<file path="config.mk">
export PLATFORM = sky130hd
export DESIGN_NAME = exit_detect_flat
export DESIGN_NICKNAME = d
export VERILOG_FILES = /design/src/verilog/player_pkg.sv /design/src/verilog/pose_if.sv /design/src/verilog/exit_detect.sv /design/src/flat_wrapper.sv
export SDC_FILE = /design/constraint.sdc
export NUM_CORES = 1
export LEC_CHECK = 0
export ABC_CLOCK_PERIOD_IN_PS = 3700
export BUFFER_PORTS_ARGS = -buffer_cell sky130_fd_sc_hd__buf_2
export CORE_MARGIN = 4
export CORE_UTILIZATION = 46
export DETAILED_ROUTE_END_ITERATION = 10
export GPL_ROUTABILITY_DRIVEN = 0
export PLACE_DENSITY = 0.84
export SLEW_MARGIN = 5
export SYNTH_ARGS = -nofsm -noshare
export SYNTH_HDL_FRONTEND = slang
export SYNTH_SLANG_ARGS = --single-unit
</file>
<file path="constraint.sdc">
create_clock -name vclk -period 3.7
set_input_delay 0.74 -clock vclk [all_inputs]
set_output_delay 0.74 -clock vclk [all_outputs]
set_load 0.03 [all_outputs]
</file>
<file path="src/verilog/player_pkg.sv">
`default_nettype none

package player_pkg;

    // signed world / screen position
    typedef logic signed [15:0] coord_t;
    // vga scan counter
    typedef logic [9:0] scan_t;
    // one colour byte from the sprite rom
    typedef logic [7:0] pixel_t;
    // index into a 32x48 sprite frame
    typedef logic [10:0] sprite_addr_t;

    // only frame 0 of each animation exists
    typedef enum logic {
        ANIM_IDLE,
        ANIM_RUN
    } anim_e;

    // sprite size and rom depth
    localparam coord_t SPRITE_W = 16'sd32;
    localparam coord_t SPRITE_H = 16'sd48;
    localparam int SPRITE_WORDS = 1536;

    // spawn point
    localparam coord_t START_X = 16'sd32;
    localparam coord_t START_Y = 16'sd414;

    // motion, pixels per frame
    localparam coord_t RUN_SPEED = 16'sd2;
    localparam coord_t JUMP_V0 = -16'sd4;
    localparam coord_t GRAVITY = 16'sd1;
    // gravity step when counter hits this, i.e. every 6th frame
    localparam int GRAVITY_DIV = 5;

    // exit door centre and half size
    localparam coord_t EXIT_X = 16'sd544;
    localparam coord_t EXIT_Y = 16'sd126;
    localparam coord_t EXIT_RADIUS = 16'sd16;

    // hitbox insets from the sprite box
    localparam coord_t HIT_TOP = 16'sd10;
    localparam coord_t HIT_BOTTOM = 16'sd4;
    localparam coord_t HIT_SIDE = 16'sd4;
    // extra room above the head at the ceiling
    localparam coord_t CEIL_PAD = 16'sd0;

endpackage

`default_nettype wire

</file>
<file path="src/verilog/pose_if.sv">
`timescale 1ns/10ps
`default_nettype none

interface pose_if import player_pkg::*; ();

    // top-left corner of the sprite
    coord_t x_pos;
    coord_t y_pos;
    logic   facing_left;
    anim_e  anim;

    // motion block owns the pose
    modport src (output x_pos, y_pos, facing_left, anim);
    // hitbox and sprite readers
    modport dst (input x_pos, y_pos, facing_left, anim);

endinterface

`default_nettype wire

</file>
<file path="src/verilog/exit_detect.sv">
`timescale 1ns/10ps
`default_nettype none

module exit_detect import player_pkg::*; (
    pose_if.dst    pose,
    output coord_t hit_top,
    output coord_t hit_bottom,
    output coord_t hit_left,
    output coord_t hit_right,
    output logic   win
);

    // shrunken box, the sprite art has empty margins
    coord_t top, bottom, left, right;

    assign top = pose.y_pos + HIT_TOP;
    assign bottom = pose.y_pos + SPRITE_H - HIT_BOTTOM;
    assign left = pose.x_pos + HIT_SIDE;
    assign right = pose.x_pos + SPRITE_W - HIT_SIDE;

    assign hit_top = top;
    assign hit_bottom = bottom;
    assign hit_left = left;
    assign hit_right = right;

    // strict overlap with the exit square
    assign win = (right > EXIT_X - EXIT_RADIUS) &&
                 (left < EXIT_X + EXIT_RADIUS) &&
                 (bottom > EXIT_Y - EXIT_RADIUS) &&
                 (top < EXIT_Y + EXIT_RADIUS);

endmodule

`default_nettype wire

</file>
<file path="src/flat_wrapper.sv">
// flat-port wrapper written by rule: the top's interface ports become plain ports
module exit_detect_flat import player_pkg::*;
  (hit_top, hit_bottom, hit_left, hit_right, win, pose_x_pos, pose_y_pos, pose_facing_left, pose_anim);
  pose_if pose_i ();
  output coord_t hit_top;
  output coord_t hit_bottom;
  output coord_t hit_left;
  output coord_t hit_right;
  output logic win;
  input wire logic [$bits(pose_i.x_pos)-1:0] pose_x_pos;
  input wire logic [$bits(pose_i.y_pos)-1:0] pose_y_pos;
  input wire logic [$bits(pose_i.facing_left)-1:0] pose_facing_left;
  input wire logic [$bits(pose_i.anim)-1:0] pose_anim;
  assign pose_i.x_pos = pose_x_pos;
  assign pose_i.y_pos = pose_y_pos;
  assign pose_i.facing_left = pose_facing_left;
  assign pose_i.anim = pose_anim;
  exit_detect u_core (.pose(pose_i), .hit_top(hit_top), .hit_bottom(hit_bottom), .hit_left(hit_left), .hit_right(hit_right), .win(win));
endmodule
</file>
; ---- Word-level counts from Yosys, hierarchy flattened
; Cells that the tools add are included.
[word_totals]
out_inout_bits = 65
wordCells = 13
reg_bits = 0
[op_classes]
addsub = 6
magnitude_cmp = 4
reduce_logical = 3
[op_table]
columns = op, n
row1 = $add A16 B7 Y16 const B, 2
row2 = $sub A16 B4 Y16 const B, 2
row3 = $add A16 B4 Y16 const B, 1
row4 = $add A16 B5 Y16 const B, 1
row5 = $gt A16 B11 Y1 const B, 1
row6 = $gt A16 B8 Y1 const B, 1
row7 = $lt A16 B11 Y1 const B, 1
row8 = $lt A16 B9 Y1 const B, 1
row9 = $logic_and A1 B1 Y1, 3

; ---- Longest topological paths before layout
[depth]
word_depth = 6
ltp_mapped = 9
ltp_nobuf = 8

; ---- Worst setup path after synthesis
; OpenSTA, ideal clock, no wires.
[synth_path]
kind = input port to output port
from = in pose_x_pos[2]
to = out win
path_buffers = 0
arrival_ns = 3.216
required_time_ns = 2.960
cell_stages = 8
path_slack_ns = -0.256
path_cell_list = inv_1 -> ha_1 -> nor2b_1 -> nor4_2 -> xor2_1 -> nor2_1 -> a311o_1 -> nor4_2
[synth_between]
elab_chain_len = 6
word_cells_on_any_way = 8
cone_classes = 3 x add/sub / 2 x order compare / 3 x reduce/logical
[synth_rtl]
columns = item, line_no
row1 = "start, declared", flat_wrapper.sv:10  ; input wire logic [$bits(pose_i.x_pos)-1:0] pose_x_pos;
row2 = $add A16 B7 Y16, exit_detect.sv:19  ; assign right = pose.x_pos + SPRITE_W - HIT_SIDE;
row3 = $sub A16 B4 Y16, exit_detect.sv:19
row4 = net hit_right[14], flat_wrapper.sv:8  ; output coord_t hit_right;
row5 = $gt A16 B11 Y1, exit_detect.sv:27  ; assign win = (right > EXIT_X - EXIT_RADIUS) &&
row6 = $logic_and A1 B1 Y1, exit_detect.sv:27
row7 = $logic_and A1 B1 Y1, exit_detect.sv:28  ; (left < EXIT_X + EXIT_RADIUS) &&
row8 = $logic_and A1 B1 Y1, exit_detect.sv:29  ; (bottom > EXIT_Y - EXIT_RADIUS) &&
row9 = "end, declared", flat_wrapper.sv:9  ; output logic win;
; The timed path passes the listed nets, and every way through them passes these cells.

; ---- Final worst setup path
[layout_path]
from = in pose_x_pos[3]
to = out win
[layout_between]
elab_chain_len = 6
word_cells_on_any_way = 8
cone_classes = 3 x add/sub / 2 x order compare / 3 x reduce/logical
[layout_rtl]
columns = item, line_no
row1 = $add A16 B7 Y16, exit_detect.sv:19
row2 = $sub A16 B4 Y16, exit_detect.sv:19
row3 = $gt A16 B11 Y1, exit_detect.sv:27
row4 = $logic_and A1 B1 Y1 *, exit_detect.sv:27
row5 = $logic_and A1 B1 Y1 *, exit_detect.sv:28
row6 = $logic_and A1 B1 Y1 *, exit_detect.sv:29
; Every way passes the cells marked *; elsewhere a longest branch is shown, timed or not.

==> summary.md <==
| Metric | Value |
|---|---|
| Via Count | 1985 |
| Worst setup slack after placement | 0.0928 ns |
| Most frequent cell on the critical path | sky130_fd_sc_hd__buf_2 |
| Routed Wire Length | 4910 um |
| Setup repair bufs after CTS | 0 |
| Proportion of layout cells with a drive suffix above 1 | 38.7% |
| Number of DRC violations after detailed routing | 0 |
| Startpoint of the tightest hold check path | pose_x_pos[1] |
| Run status | finished clean |
| Nature of the critical path startpoint | primary input |
| Power per cell area | 157 nW/um2 |
| Mean number of vias per cell | 5.53 |
| Number of pins exceeding their max-slew limit in the final report | 0 |
| Clock tree buffer count of the final layout | 0 |
| Detailed-placement wirelength estimate | 4200 um |
| Minimum setup slack in the final design | about 0.13 ns |
| Inserted Diodes | 0 |
| Effective utilization at floorplan | 48.5% |
| Worst slew margin relative to its limit | between 60% and 70% |
| WHS Path Cells | 2 |
| Wire length of the first global-routing pass | 7760 um |
| Share of the yosys chip area belonging to registers | 0% |
| Area delta synth->final | 26.6% |
| Accumulated negative setup slack | 0 ns |
| Vertical die dimension | ~68 um |
| Total design power | roughly 0.00033 W |
| Top library cells by usage in the layout, fill and taps aside | 97 x sky130_fd_sc_hd__buf_2, 27 x sky130_fd_sc_hd__xnor2_1, 21 x sky130_fd_sc_hd__xor2_1 |
| Static leakage | 0.942 nW |
| Crit path largest cell delay | 0.43 ns |
| Finished Layout Cells | 359 |
| Placed Cells incl. Taps | 359 |
| Number of hold violations in the final report | 0 |
| Die Wd | 68.0 um |
| Commonest non-fill, non-tap cell in the layout | sky130_fd_sc_hd__buf_2 |
| Die Area | 4620 um2 |
| RSZ-0062 raised after global routing | no |
| Total area of sequential cells | 0 um2 |
| Drt initial violations | 113 |
| Drt first pass iters | 4 |
| Post-Synthesis Cell Area | 1660 um2 |
| Overall Global Routing Usage | 20.6% |
| Largest net degree at the start of global routing | 14 |
| Worst-path cell with the longest stage delay | sky130_fd_sc_hd__nor4_2 |
| Initial antenna violation count | 0 |
| Cell breakdown of the critical path | buf_2, inv_1, ha_1, nor2b_1, nor4_2, xor2_2, nor2_1, a311o_1, nor4_4, buf_2 |
| Peak VDD IR | ~0.083 mV |
| Worst hold path type | in -> out |
| Critical Path RT | 2.96 ns |
| Cell Area, Placed | 2080 um2 |
| Ys Warns | 0 |
| Peak Freq | 0.280 GHz |
| Critical Path End Type | primary output |
| Instance count of the mapped netlist | ~240 |
| Final Cell Area | 2100 um2 |
| Per-instance average area after synthesis | between 6 and 7 um2 |
| Crit-path max FO | 6 |
| Transition time at the pin with the least slew margin | 0.549 ns |
| Tcrit/Tclk final | 96.5% |
| Worst setup path startpoint | pose_x_pos[3] |
| Post-synth cell types | 59 |
| Routed length per instance | 13.7 um |
| Antenna Violating Nets Remaining | 0 |
| Type of the setup path with the least slack | in -> out |
| Number of setup violations in the final report | 0 |
| Area of the core | between 3000 and 4000 um2 |
| Worst hold endpoint | hit_left[1] |
| Synthesized netlist net count | 283 |
| Vias in the first global route | 1744 |
| Standard-cell rows | 21 |
| Net count, final | 355 |
| Count of buffers from port buffering | 97 |
| Overall overflow remaining after global route | 0 |
| Data arrival time of the worst path | between 2 and 3 ns |
| Layout sequential cell count | 0 |
| Final critical-path required period | 3.57 ns |
| Number of fill cells in the layout | 320 |
| I/O pin cnt | between 90 and 100 |
| Number of maximum-capacitance constraint violations | 0 |
==> worst max-delay path by stage <==
stage,end,slack (ns),depth (start not counted)
after floorplan,win,0.02,8
final,win,0.13,10
after global routing,win,0.005,10
after CTS,win,0.08,9
after global placement,win,0.18,9
after detailed placement,win,0.09,9
==> worst max-delay path, delay by kind of cell <==
family / cells / cell delay [ns]
AOI/OAI and AO/OA: 1 / 0.29
xor gates and xnor gates: 1 / 0.18
adders and majority gates: 1 / 0.23
buffers and inverters: 3 / 0.45
and+or+nand+nor: 4 / 0.94
==> cells by family (layout without fill, tap and decap cells) <==
family          after synthesis  in the layout  synth area share [%]
compound gates               40             40                  18.8
simple gates                103            103                  35.8
xor+xnor                     51             51                  27.0
buf+inv                      43            113                  13.8
fa+ha+maj                     6              6                  4.54
==> through the flow <==
| stage | hold WS [ns] | utilization [%] |
|---|---|---|
| final | 1.76 | 61.4 |
| after global routing | 1.77 | 61.4 |
| after CTS | 1.76 | 60.9 |
| after detailed placement | 1.76 | 60.9 |
| after global placement | 1.75 | 60.9 |
| after floorplan | 1.59 | - |
==> where the power goes <==
group | leakage [nW] | internal (W) | switching, W
clock | 0 | 0 | 0
combinational | 0.942 | 0.000102 | 0.000226
sequential | 0 | 0 | 0
total | 0.942 | 0.000102 | 0.000226
==> what timing repair did <==
item | 4_1_cts | 5_1_grt
hold buffers | 0 | 0
gates resized for setup | 0 | 2
setup endpoints to repair | 0 | 1
hold endpoints to repair | 0 | 0
==> layer usage <==
layer,global-route usage [%],wire length (um),vias up
li1,-,-,995
met3,3.12,506,6
met5,0,0,-
met2,36.7,2330,93
met1,26.4,2020,891
met4,2.98,53,0
==> Yosys cell counts (2+ instances only) <==
cell type | count | area [um2]
sky130_fd_sc_hd__xnor2_1 | 29 | 254
sky130_fd_sc_hd__xor2_1 | 22 | 193
sky130_fd_sc_hd__nand2_1 | 19 | 71.3
sky130_fd_sc_hd__nor2_1 | 17 | 63.8
sky130_fd_sc_hd__buf_2 | 14 | 70.1
sky130_fd_sc_hd__nand4_1 | 11 | 68.8
sky130_fd_sc_hd__buf_4 | 10 | 75.1
sky130_fd_sc_hd__inv_1 | 10 | 37.5
sky130_fd_sc_hd__nor3_1 | 10 | 50.1
sky130_fd_sc_hd__nand3_1 | 7 | 35.0
sky130_fd_sc_hd__o21ai_0 | 7 | 35.0
sky130_fd_sc_hd__ha_1 | 6 | 75.1
sky130_fd_sc_hd__nor2b_1 | 5 | 31.3
sky130_fd_sc_hd__and3_1 | 4 | 25.0
sky130_fd_sc_hd__clkbuf_1 | 4 | 15.0
sky130_fd_sc_hd__a211oi_1 | 3 | 22.5
sky130_fd_sc_hd__a31oi_1 | 3 | 18.8
sky130_fd_sc_hd__and2_1 | 3 | 18.8
sky130_fd_sc_hd__nor4_2 | 3 | 37.5
sky130_fd_sc_hd__o211ai_1 | 3 | 22.5
sky130_fd_sc_hd__a2111oi_0 | 2 | 17.5
sky130_fd_sc_hd__a21o_1 | 2 | 15.0
sky130_fd_sc_hd__a21oi_1 | 2 | 10.0
sky130_fd_sc_hd__a311o_1 | 2 | 20.0
sky130_fd_sc_hd__and4_1 | 2 | 17.5
sky130_fd_sc_hd__nand2b_1 | 2 | 12.5
sky130_fd_sc_hd__nand3b_1 | 2 | 15.0
sky130_fd_sc_hd__nor3b_1 | 2 | 15.0
sky130_fd_sc_hd__nor4_1 | 2 | 12.5
sky130_fd_sc_hd__nor4b_1 | 2 | 17.5
sky130_fd_sc_hd__o21a_1 | 2 | 15.0
sky130_fd_sc_hd__o31ai_1 | 2 | 15.0
sky130_fd_sc_hd__or2_1 | 2 | 12.5
sky130_fd_sc_hd__or3_1 | 2 | 12.5
==> area by class of cell <==
type                            count  area [um2]  area share, %
Multi-Input combinational cell    200        1470           70.3
Timing Repair Buffer              102         523           25.0
Tap cell                           46        57.6           2.75
Inverter                           11        41.3           1.97
(Power assumes the default switching activity.)
