`src/verilog/player_pkg.sv`:
```
`default_nettype none

package player_pkg;

    // signed world / screen position
    typedef logic signed [15:0] coord_t;
    // vga scan counter
    typedef logic [9:0] scan_t;
    // one colour byte from the sprite rom
    typedef logic [7:0] pixel_t;
    // index into a 32x48 sprite frame
    typedef logic [10:0] sprite_addr_t;

    // only frame 0 of each animation exists
    typedef enum logic {
        ANIM_IDLE,
        ANIM_RUN
    } anim_e;

    // sprite size and rom depth
    localparam coord_t SPRITE_W = 16'sd32;
    localparam coord_t SPRITE_H = 16'sd48;
    localparam int SPRITE_WORDS = 1536;

    // spawn point
    localparam coord_t START_X = 16'sd32;
    localparam coord_t START_Y = 16'sd414;

    // motion, pixels per frame
    localparam coord_t RUN_SPEED = 16'sd2;
    localparam coord_t JUMP_V0 = -16'sd4;
    localparam coord_t GRAVITY = 16'sd1;
    // gravity step when counter hits this, i.e. every 6th frame
    localparam int GRAVITY_DIV = 5;

    // exit door centre and half size
    localparam coord_t EXIT_X = 16'sd544;
    localparam coord_t EXIT_Y = 16'sd126;
    localparam coord_t EXIT_RADIUS = 16'sd16;

    // hitbox insets from the sprite box
    localparam coord_t HIT_TOP = 16'sd10;
    localparam coord_t HIT_BOTTOM = 16'sd4;
    localparam coord_t HIT_SIDE = 16'sd4;
    // extra room above the head at the ceiling
    localparam coord_t CEIL_PAD = 16'sd0;

endpackage

`default_nettype wire

```
`src/verilog/pose_if.sv`:
```
`timescale 1ns/10ps
`default_nettype none

interface pose_if import player_pkg::*; ();

    // top-left corner of the sprite
    coord_t x_pos;
    coord_t y_pos;
    logic   facing_left;
    anim_e  anim;

    // motion block owns the pose
    modport src (output x_pos, y_pos, facing_left, anim);
    // hitbox and sprite readers
    modport dst (input x_pos, y_pos, facing_left, anim);

endinterface

`default_nettype wire

```
`src/verilog/motion_ctrl.sv`:
```
`timescale 1ns/10ps
`default_nettype none

module motion_ctrl import player_pkg::*; (
    input  wire logic Clk,
    input  wire logic rst,
    input  wire logic frame_clk,
    input  wire logic frozen,
    input  wire logic key_left,
    input  wire logic key_right,
    input  wire logic key_jump,
    input  coord_t    bound_x_min,
    input  coord_t    bound_x_max,
    input  coord_t    bound_y_min,
    input  coord_t    bound_y_max,
    pose_if.src       pose
);

    // frame clock edge detect
    logic frame_clk_d;
    logic tick;

    // motion state
    coord_t     x_pos, y_pos;
    coord_t     x_spd, y_spd;
    logic       grounded;
    logic [2:0] grav_cnt;
    logic       facing_left;
    anim_e      anim, anim_nxt;

    // next state, only taken on a tick
    coord_t     x_nxt, y_nxt;
    coord_t     x_spd_nxt, y_spd_nxt;
    logic       grounded_nxt;
    logic [2:0] grav_nxt;
    logic       facing_nxt;

    // one Clk wide pulse after the frame clock rises
    always_ff @(posedge Clk) begin
        if (rst) begin
            frame_clk_d <= 1'b0;
            tick <= 1'b0;
        end else begin
            frame_clk_d <= frame_clk;
            tick <= frame_clk & ~frame_clk_d;
        end
    end

    always_comb begin
        // run keys, left wins over right
        if (key_left) begin
            x_spd_nxt = -RUN_SPEED;
        end else if (key_right) begin
            x_spd_nxt = RUN_SPEED;
        end else begin
            x_spd_nxt = '0;
        end

        // gravity, slowed by the frame divider
        y_spd_nxt = y_spd;
        grounded_nxt = grounded;
        grav_nxt = grav_cnt + 3'd1;
        if (grav_cnt == 3'(GRAVITY_DIV)) begin
            grav_nxt = '0;
            y_spd_nxt = y_spd + GRAVITY;
        end
        // jump only from the floor
        if (key_jump && grounded) begin
            y_spd_nxt = JUMP_V0;
            grounded_nxt = 1'b0;
        end

        x_nxt = x_pos + x_spd_nxt;
        y_nxt = y_pos + y_spd_nxt;

        // side walls, hitbox may overlap the wall by the inset
        if (x_nxt < bound_x_min - HIT_SIDE) begin
            x_nxt = bound_x_min - HIT_SIDE;
        end else if (x_nxt + SPRITE_W >= bound_x_max + HIT_SIDE) begin
            x_nxt = bound_x_max - SPRITE_W - 16'sd1 + HIT_SIDE;
        end

        // head hits the ceiling: stop rising
        if (y_nxt < bound_y_min - CEIL_PAD) begin
            y_nxt = bound_y_min - CEIL_PAD;
            y_spd_nxt = '0;
        end else if (y_nxt + SPRITE_H >= bound_y_max) begin
            // landed
            y_nxt = bound_y_max - SPRITE_H - 16'sd1;
            y_spd_nxt = '0;
            grounded_nxt = 1'b1;
        end

        // facing holds while standing still
        facing_nxt = facing_left;
        if (x_spd_nxt < 0) begin
            facing_nxt = 1'b1;
        end else if (x_spd_nxt > 0) begin
            facing_nxt = 1'b0;
        end

        // idle / run machine
        anim_nxt = anim;
        case (anim)
            ANIM_IDLE: if (x_spd_nxt != 0) anim_nxt = ANIM_RUN;
            ANIM_RUN:  if (x_spd_nxt == 0) anim_nxt = ANIM_IDLE;
            default:   anim_nxt = ANIM_IDLE;
        endcase
    end

    always_ff @(posedge Clk) begin
        if (rst) begin
            x_pos <= START_X;
            y_pos <= START_Y;
            x_spd <= '0;
            y_spd <= '0;
            grounded <= 1'b1;
            grav_cnt <= '0;
            facing_left <= 1'b0;
            anim <= ANIM_IDLE;
        end else if (tick && !frozen) begin
            x_pos <= x_nxt;
            y_pos <= y_nxt;
            x_spd <= x_spd_nxt;
            y_spd <= y_spd_nxt;
            grounded <= grounded_nxt;
            grav_cnt <= grav_nxt;
            facing_left <= facing_nxt;
            anim <= anim_nxt;
        end
    end

    assign pose.x_pos = x_pos;
    assign pose.y_pos = y_pos;
    assign pose.facing_left = facing_left;
    assign pose.anim = anim;

endmodule

`default_nettype wire

```
`src/flat_wrapper.sv`:
```
// flat-port wrapper written by rule: the top's interface ports become plain ports
module motion_ctrl_flat import player_pkg::*;
  (Clk, rst, frame_clk, frozen, key_left, key_right, key_jump, bound_x_min, bound_x_max, bound_y_min, bound_y_max, pose_x_pos, pose_y_pos, pose_facing_left, pose_anim);
  pose_if pose_i ();
  input  wire logic Clk;
  input  wire logic rst;
  input  wire logic frame_clk;
  input  wire logic frozen;
  input  wire logic key_left;
  input  wire logic key_right;
  input  wire logic key_jump;
  input  coord_t bound_x_min;
  input  coord_t bound_x_max;
  input  coord_t bound_y_min;
  input  coord_t bound_y_max;
  output wire logic [$bits(pose_i.x_pos)-1:0] pose_x_pos;
  output wire logic [$bits(pose_i.y_pos)-1:0] pose_y_pos;
  output wire logic [$bits(pose_i.facing_left)-1:0] pose_facing_left;
  output wire logic [$bits(pose_i.anim)-1:0] pose_anim;
  assign pose_x_pos = pose_i.x_pos;
  assign pose_y_pos = pose_i.y_pos;
  assign pose_facing_left = pose_i.facing_left;
  assign pose_anim = pose_i.anim;
  motion_ctrl u_core (.Clk(Clk), .rst(rst), .frame_clk(frame_clk), .frozen(frozen), .key_left(key_left), .key_right(key_right), .key_jump(key_jump), .bound_x_min(bound_x_min), .bound_x_max(bound_x_max), .bound_y_min(bound_y_min), .bound_y_max(bound_y_max), .pose(pose_i));
endmodule
```
`config.mk`:
```
export PLATFORM = sky130hd
export DESIGN_NAME = motion_ctrl_flat
export DESIGN_NICKNAME = d
export VERILOG_FILES = /design/src/verilog/player_pkg.sv /design/src/verilog/pose_if.sv /design/src/verilog/motion_ctrl.sv /design/src/flat_wrapper.sv
export SDC_FILE = /design/constraint.sdc
export NUM_CORES = 1
export LEC_CHECK = 0
export ABC_AREA = 1
export BUFFER_PORTS_ARGS = -buffer_cell sky130_fd_sc_hd__buf_2
export CELL_PAD_IN_SITES_DETAIL_PLACEMENT = 1
export CELL_PAD_IN_SITES_GLOBAL_PLACEMENT = 1
export CORE_ASPECT_RATIO = 0.9
export CORE_UTILIZATION = 42
export CTS_CLUSTER_SIZE = 14
export DETAILED_ROUTE_END_ITERATION = 10
export PLACE_DENSITY = 0.85
export SYNTH_ARGS = -nofsm -noshare
export SYNTH_HDL_FRONTEND = slang
export SYNTH_SLANG_ARGS = --single-unit
```
`constraint.sdc`:
```
create_clock -name Clk -period 5.6 [get_ports Clk]
set_clock_uncertainty 0.1 [all_clocks]
set_input_delay 1.12 -clock Clk [delete_from_list [all_inputs] [get_ports Clk]]
set_output_delay 1.12 -clock Clk [all_outputs]
set_load 0.1 [all_outputs]
```
Yosys cells after proc, flatten, opt, wreduce, memory -nomap -nowiden
Index checks and enable logic that the tools add are counted.
Storage, ports and cells
  output and inout port bits: 34
  input bits: 71
  bits in registers: 56
  logic and storage cells: 58
Operators by class
  bitwise operators: 3
  reductions and logical operators: 7
  mux-type cells: 19
  $add $sub $neg: 13
  order comparisons: 6
  equality and inequality tests: 1
Operator list (count)
  two-way mux 16 bit: 9
  adder 16 bit: 2
  adder 16 x 4 -> 16 bit (second input constant): 2
  adder 16 x 7 -> 16 bit (second input constant): 2
  >= comparator 16 bit: 2
  logical NOT 32 bit: 1
  less-than comparator 16 bit: 2
  nonzero test 32 bit: 1
  subtractor 16 x 2 -> 16 bit (second input constant): 2
  subtractor 16 x 7 -> 16 bit (second input constant): 2
  adder 16 x 2 -> 16 bit (second input constant): 1
  > comparator 16 x 1 -> 1 bit (second input constant): 1
  less-than comparator 16 x 1 -> 1 bit (second input constant): 1
  subtractor 16 x 4 -> 16 bit (second input constant): 1
  two-way mux 1 bit: 7
  adder 3 x 1 -> 3 bit (second input constant): 1
  equality test 3 bit (second input constant): 1
  two-way mux 3 bit: 1
  logical AND 1 bit: 2
  two-way mux 2 bit: 1
  NOT 1 bit: 2
  one-hot mux 1 bit (2 select lines): 1
  AND reduction 2 bit: 1
  nonzero test 2 bit: 1
  other kinds (2): 2

Depth between registers and ports, before layout
Gate-level depths: netlist of run 1.
  depth in word-level cells: 8
  mapped depth: 40
  depth with buffers taken out: 40

Least setup slack after synthesis of run 1
No wires, ideal clock.
  kind: input port to flip-flop
  start: input port key_left
  end: register u_core.x_pos[6], in the netlist u_core.pose.x_pos[6]
  path slack: 590 ps
  data arrival time: 4790 ps
  stages: 26
  path buffers: 1
  setup time: 119 ps
  data required time: 5381 ps
  cell sequence: or2_2 ha_1 fa_1 nand3_1 nand2_2 xor2_1 ha_1 inv_1 nor2_2 nand4_1 xor2_1 inv_1 ha_1 nand2_1 nand2_1 nand2_1 nand2_1 a21oi_1 nand3_1 nand2_2 nand3_2 buf_4 o21ai_0 nand2_1 a21oi_1 nor2_1
On the way
  word-level cells in the longest chain between the ends: 6
  elaborated cells on any way between the ends: 7
  classes of those cells: 2 x add/sub; 2 x order compare; 3 x mux
RTL lines
  start, declared: RTL line flat_wrapper.sv:9  | input wire logic key_left;
  two-way mux 16 bit *: RTL line motion_ctrl.sv:51  | if (key_left) begin
  adder 16 bit *: RTL line motion_ctrl.sv:73  | x_nxt = x_pos + x_spd_nxt;
  adder 16 x 7 -> 16 bit: RTL line motion_ctrl.sv:79  | end else if (x_nxt + SPRITE_W >= bound_x_max + HIT_SIDE) begin
  >= comparator 16 bit: RTL line motion_ctrl.sv:79
  two-way mux 16 bit: RTL line motion_ctrl.sv:79
  two-way mux 16 bit *: RTL line motion_ctrl.sv:77  | if (x_nxt < bound_x_min - HIT_SIDE) begin
  end signal, assigned: RTL line motion_ctrl.sv:122  | x_pos <= x_nxt;
  end, declared: RTL line motion_ctrl.sv:24  | coord_t x_pos, y_pos;
Mark *: on every way between the ends. The rest lies on a longest branch, timed or not.
A chain may end at the register's enable or synchronous reset.

Final worst setup path of run 1
  start: input port key_jump
  end: register u_core.y_pos[9], in the netlist u_core.pose.y_pos[9]
On the way
  word-level cells in the longest chain between the ends: 7
  elaborated cells on any way between the ends: 8
  classes of those cells: 2 x add/sub; 2 x order compare; 3 x mux; 1 x reduce/logical
RTL lines
  start, declared: RTL line flat_wrapper.sv:11  | input wire logic key_jump;
  logical AND 1 bit *: RTL line motion_ctrl.sv:68  | if (key_jump && grounded) begin
  two-way mux 16 bit *: RTL line motion_ctrl.sv:68
  adder 16 bit *: RTL line motion_ctrl.sv:74  | y_nxt = y_pos + y_spd_nxt;
  adder 16 x 7 -> 16 bit: RTL line motion_ctrl.sv:87  | end else if (y_nxt + SPRITE_H >= bound_y_max) begin
  >= comparator 16 bit: RTL line motion_ctrl.sv:87
  two-way mux 16 bit: RTL line motion_ctrl.sv:87
  two-way mux 16 bit *: RTL line motion_ctrl.sv:84  | if (y_nxt < bound_y_min - CEIL_PAD) begin
  end signal, assigned: RTL line motion_ctrl.sv:123  | y_pos <= y_nxt;
  end, declared: RTL line motion_ctrl.sv:24
Marked as above.

==> run summary, run 1 <==
Hold Startpoint: u_core.frame_clk_d
Final Hold Viols: 0
CTS Hold Buffers Added: 0
Clk slew on worst S/H paths: 80 ps
Worst hold path depth: 1
Sequential area share after synthesis: 0.138
N_diodes: 0
Setup WS post-layout: 79.3 ps
Critical R2R Launch: u_core.y_spd[2]
Clock buffer depth: 2
FF-to-FF setup slack: 180 ps
Hold_ws: 287 ps
Power per cell area: 257 nW/um^2
Layout Nets: 1,707
Crit path max-delay family: simple AND/OR/NAND/NOR gates
Routed via count: 9,740
Vias per inst: 5.47
# rows: 47
Worst Path Required: 5750 ps
Detailed Route WL: 32,000 um
Clk_lat worst skew: 320 ps
Starting DRT DRC Count: 668
Max Freq: 181 MHz
First-pass GRT wire length: 47,800 um
Slew @ Worst Pin: 905 ps
Primary FF master, synth: dfxtp_1
Post-synthesis register bit count: 56
Hold Path Sink: u_core.tick
Root Buffer: clkbuf_16
Max Slew Vio Count: 0
Initial core utilization: 0.436
R2R Path End: u_core.pose.y_pos[7]
Crit path max-delay cell type: fa_1
Min-delay worst type: reg2reg
Clk sinks: 56
Pre-CTS WS: -258 ps
Largest net degree at the start of global routing: 61
Setup CP Type: in2reg
Worst Path Arrival: 5670 ps
Peak supply drop: 122 uV
Layout cell share with drive strength beyond 1: 0.173
Ys Warns: 0
Synth unique cells: 45
Pleak: 5.19 nW
Syn_nets: 1,548
Ports: 105
Die X: 149 um
Critical Path Fanout Max: 8
GPL Wtd Cong: 0.966
1st-pass router iterations: 5
R2r worst-path depth: 32
Mean Syn Cell Area: 5.93 um^2
Ys async rst share: 0
CTS tree: yes
Fin area: 9820 um^2
DIE HEIGHT: 134 um
Post-synth EDFFs: 0
Vias in the first global route: 9,488
Worst Setup End Kind: flip-flop
Max-cap violations: 0
Status: complete, no violations
Crit path buf inv count: 8
CP Launch Type: primary input
Initial antenna violation count: 0
Remaining DRCs: 0
Area delta synth->final: 20.5%
Remaining Overflow, GRT: 0
Final setup viols: 0
CTS Buf Count: 5
Fillers: 2,681
Leading cell type in the layout, fill and taps excluded: nand2_1
DP Area: 9340 um^2
Commonest cells after routing, fill and taps aside: nand2_1, inv_1, nand3_1, buf_2, a21oi_1
Shortest period the worst path allows: 5520 ps
Synthesized netlist cell count: 1,375
Synthesized cell area: 8150 um^2
Final Cycle Share: 0.986
Max_slew headroom: 0.396
Port Buffers: 104
Core ar.: 18,700 um^2
Total GRT Usage: 0.303
Routed WL per cell: 18.0 um
CTS H-Tree Depth: 2
Antenna Nets Post-Route: 0
Largest stage delay on the critical path: 420 ps
Full die area: 20,000 um^2
Post-DP HPWL: 25,000 um
Setup Total Neg Slack: 0 ps
==> sequential cells by signal, indices dropped and copies added (netlist names) <==
name                     flops
u_core.tick                  1
u_core.grounded              1
u_core.pose.facing_left      1
u_core.y_spd                16
u_core.frame_clk_d           1
u_core.pose.anim             1
u_core.pose.y_pos           16
u_core.grav_cnt              3
u_core.pose.x_pos           16
==> stage by stage <==
step	cells	utilization	total power, W
2_1_floorplan	1375	-	0.00145
3_3_place_gp	1761	0.499	0.00189
3_5_place_dp	1761	0.499	0.00196
4_1_cts	1769	0.508	0.00236
5_1_grt	1780	0.525	0.00268
6_report	1780	0.525	0.00252
==> worst max path at each step <==
stage,startpoint,to,cells past startpoint
floorplan,key_left,u_core.pose.x_pos[6],26
global placement,key_jump,u_core.y_spd[14],28
detailed placement,key_jump,u_core.y_spd[14],28
CTS,key_jump,u_core.y_spd[14],28
global route,u_core.y_spd[2],u_core.pose.y_pos[7],32
finish,key_jump,u_core.pose.y_pos[9],32
==> cell usage after synthesis (2+ instances only) <==
cell / instances / area share
nand2_1: 425 / 0.20
inv_1: 207 / 0.095
nand3_1: 133 / 0.082
a21oi_1: 105 / 0.064
ha_1: 100 / 0.15
nor2_1: 84 / 0.039
dfxtp_1: 56 / 0.14
xor2_1: 49 / 0.053
o21ai_0: 37 / 0.023
nand4_1: 35 / 0.027
nor3_1: 24 / 0.015
clkbuf_1: 20 / 0.0092
xnor2_1: 14 / 0.015
nand2_2: 9 / 0.0069
o211ai_1: 9 / 0.0083
xor2_2: 7 / 0.014
nor2_2: 6 / 0.0046
nor4_1: 5 / 0.0038
buf_2: 4 / 0.0025
nand3b_1: 4 / 0.0037
buf_6: 3 / 0.0041
inv_2: 3 / 0.0014
nand4_2: 3 / 0.0046
nor2_4: 3 / 0.0041
or2_2: 3 / 0.0023
and2_1: 2 / 0.0015
clkinv_1: 2 / 0.00092
fa_1: 2 / 0.0049
nand3_2: 2 / 0.0025
nand3b_2: 2 / 0.0028
o21ai_1: 2 / 0.0012
o21bai_1: 2 / 0.0018
==> report_power, final <==
part	total [W]	switching (W)	internal [W]
registers	0.000442	0.0000254	0.000417
logic	0.00169	0.00110	0.000591
clock network	0.000391	0.000180	0.000212
==> layer usage <==
| metal | vias up | global-route usage | part of all wire |
|---|---|---|---|
| li1 | 4758 | - | - |
| met1 | 4638 | 0.420 | 0.47 |
| met2 | 300 | 0.488 | 0.44 |
| met3 | 44 | 0.0422 | 0.062 |
| met4 | 0 | 0.0805 | 0.023 |
| met5 | - | 0 | 0 |
==> kinds of logic (layout without fill, tap and decap cells) <==
kind of cell / after synthesis / after routing / share of synthesized area
adder cells (fa/ha/maj): 102 / 102 / 0.158
flip-flops: 56 / 56 / 0.138
AO/OA/AOI/OAI: 159 / 159 / 0.102
XOR/XNOR: 70 / 70 / 0.0817
buffers and inverters: 241 / 400 / 0.115
AND/OR/NAND/NOR: 747 / 748 / 0.405
==> area by class of cell <==
| type | count | area [um^2] | area share |
|---|---|---|---|
| Clock buffer | 5 | 125 | 0.0127 |
| Timing Repair Buffer | 179 | 1120 | 0.114 |
| Multi-Input combinational cell | 1079 | 6300 | 0.641 |
| Tap cell | 245 | 307 | 0.0312 |
| Sequential cell | 56 | 1120 | 0.114 |
| Inverter | 213 | 806 | 0.0820 |
| Clock inverter | 3 | 42.5 | 0.00433 |
==> timing repair <==
action,CTS,global route
setup buffers,0,10
endpoints found under the setup margin,0,35
resized for setup,0,45
No activity file was read; power rests on OpenSTA's default activity.
==> run 2, diff against run 1 <==
Settings changed: RECOVER_POWER from default to 25.
==> run 2 against run 1 <==
Effect of this change:
- clock power about the same
- non-clock buffer count unchanged
- largest cell class unchanged
- sequential power about the same
- global-route usage unchanged
- maximum frequency increased by 0.16%
- utilization decreased by 0.11 points
- sequential share of layout area about the same
- wire length about the same
- critical path type unchanged
- critical path depth unchanged
- clock-buffer cell count unchanged
==> run summary, run 2 (synthesized netlist as in run 1, its figures left out) <==
Fillers: 2,686 (+0.19%)
Largest net degree at the start of global routing: 61 (unchanged)
Commonest cells after routing, fill and taps aside: nand2_1, inv_1, nand3_1, a21oi_1, ha_1
Min-delay worst type: reg2reg
Clock buffer depth: 2 (unchanged)
Crit. path cell count: 32 (unchanged)
Crit path max-delay family: simple AND/OR/NAND/NOR gates
CTS Buf Count: 5 (unchanged)
Ports: 105 (unchanged)
Peak supply drop: 121 uV (-0.49%)
Crit path max-delay cell type: fa_1
Antenna Nets Post-Route: 0 (unchanged)
Leading cell type in the layout, fill and taps excluded: nand2_1
CP Launch Type: primary input
Max Freq: 181 MHz (+0.16%)
Post-DP HPWL: 25,000 um (unchanged)
Root Buffer: clkbuf_16
Worst Path Arrival: 5660 ps (about the same)
Core ar.: 18,700 um^2 (unchanged)
Worst hold path depth: 1 (unchanged)
DIE HEIGHT: 134 um (unchanged)
Remaining Overflow, GRT: 0 (unchanged)
Clk slew on worst S/H paths: 80 ps (about the same)
Clk_lat worst skew: 320 ps (about the same)
Final core occ: 0.524 (-0.00114)
Clk sinks: 56 (unchanged)
Layout cell share with drive strength beyond 1: 0.162 (-0.0111)
Remaining DRCs: 0 (unchanged)
First-pass GRT wire length: 47,800 um (unchanged)
Hold_ws: 287 ps (+0.464 ps)
Max_slew headroom: 0.206 (-0.189)
Final setup viols: 0 (unchanged)
CTS tree: yes
Routed WL per cell: 18.0 um (about the same)
Final Cycle Share: 0.984 (-0.00154)
Tot Pwr: 0.00252 W (about the same)
Die X: 149 um (unchanged)
Regs by FF count: u_core.pose.x_pos: 16 flops, u_core.pose.y_pos: 16 flops, u_core.y_spd: 16 flops
# rows: 47 (unchanged)
Starting DRT DRC Count: 653 (-2.2%)
Setup WS post-layout: 87.9 ps (+8.60 ps)
Max Slew Vio Count: 0 (unchanged)
N_diodes: 0 (unchanged)
Largest stage delay on the critical path: 420 ps (about the same)
Shortest period the worst path allows: 5510 ps (-8.60 ps)
Worst Setup End Kind: flip-flop
GPL Wtd Cong: 0.966 (unchanged)
Crit path buf inv count: 8 (unchanged)
Max-cap violations: 0 (unchanged)
Vias in the first global route: 9,488 (unchanged)
CTS H-Tree Depth: 2 (unchanged)
Placed Cells: 1,761 (unchanged)
Critical Path Fanout Max: 8 (unchanged)
Routed via count: 9,778 (+0.39%)
Total GRT Usage: 0.303 (unchanged)
Layout Nets: 1,707 (unchanged)
Status: complete, no violations
1st-pass router iterations: 5 (unchanged)
Slew @ Worst Pin: 1200 ps (+290 ps)
Multi-input gate area: 6300 um^2 (unchanged)
Area delta synth->final: 20.3%
Full die area: 20,000 um^2 (unchanged)
Setup CP Type: in2reg
Pre-CTS WS: -258 ps (unchanged)
Area taken by flip-flops and latches: 1120 um^2 (unchanged)
Detailed Route WL: 32,000 um (about the same)
Worst Path Required: 5750 ps (about the same)
Final Hold Viols: 0 (unchanged)
Initial antenna violation count: 0 (unchanged)
Power per cell area: 257 nW/um^2 (+0.12%)
Vias per inst: 5.49 (+0.39%)
Initial core utilization: 0.436 (unchanged)
Final cell count without fillers: 1,780 (unchanged)
Pleak: 5.12 nW (-1.3%)
CTS Hold Buffers Added: 0 (unchanged)
R2r worst-path depth: 32 (unchanged)
Port Buffers: 104 (unchanged)
run 2: cell types whose count changed in the layout (fill, tap and decap cells not counted):
cell | previous run | this run
buf_2 | 104 | 87
clkbuf_1 | 0 | 17
run 2: final cells by class:
class / instances / area share
Multi-Input combinational cell: 1079 / 0.642
Clock buffer: 5 / 0.0128
Sequential cell: 56 / 0.115
Timing Repair Buffer: 179 / 0.113
Clock inverter: 3 / 0.00434
Tap cell: 245 / 0.0313
Inverter: 213 / 0.0822
run 2: power by group:
part	leakage [nW]	total (W)	switching (W)	internal, W
sequential	0.456	0.000443	0.0000257	0.000417
clock	0.0798	0.000390	0.000179	0.000212
combinational	4.58	0.00169	0.00110	0.000589
run 2: timing repair:
item	in CTS	in global routing
gates resized for setup	0	45
buffers inserted	0	10
setup endpoints to repair	0	35
run 2: metal layers:
layer / up-vias / track usage / wire length, um
li1: 4760 / - / -
met3: 44 / 0.0422 / 2030
met2: 314 / 0.488 / 14300
met1: 4660 / 0.420 / 15000
met4: 0 / 0.0805 / 662
met5: - / 0 / 0
run 2: final timing paths:
| kind | endpoint | from | slack (ps) |
|---|---|---|---|
| worst min register to register | u_core.tick | u_core.frame_clk_d | 290 |
| worst min-delay path | u_core.tick | u_core.frame_clk_d | 290 |
| worst max register to register | u_core.pose.y_pos[7] | u_core.y_spd[2] | 180 |
| worst max-delay path | u_core.pose.y_pos[9] | key_jump | 90 |
run 2: through the flow:
step,cell area [um^2],TNS [ps]
after floorplan,8150,0
after global placement,9340,-1990
after detailed placement,9340,-5560
after CTS,9500,0
after global routing,9800,-3550
final,9800,0
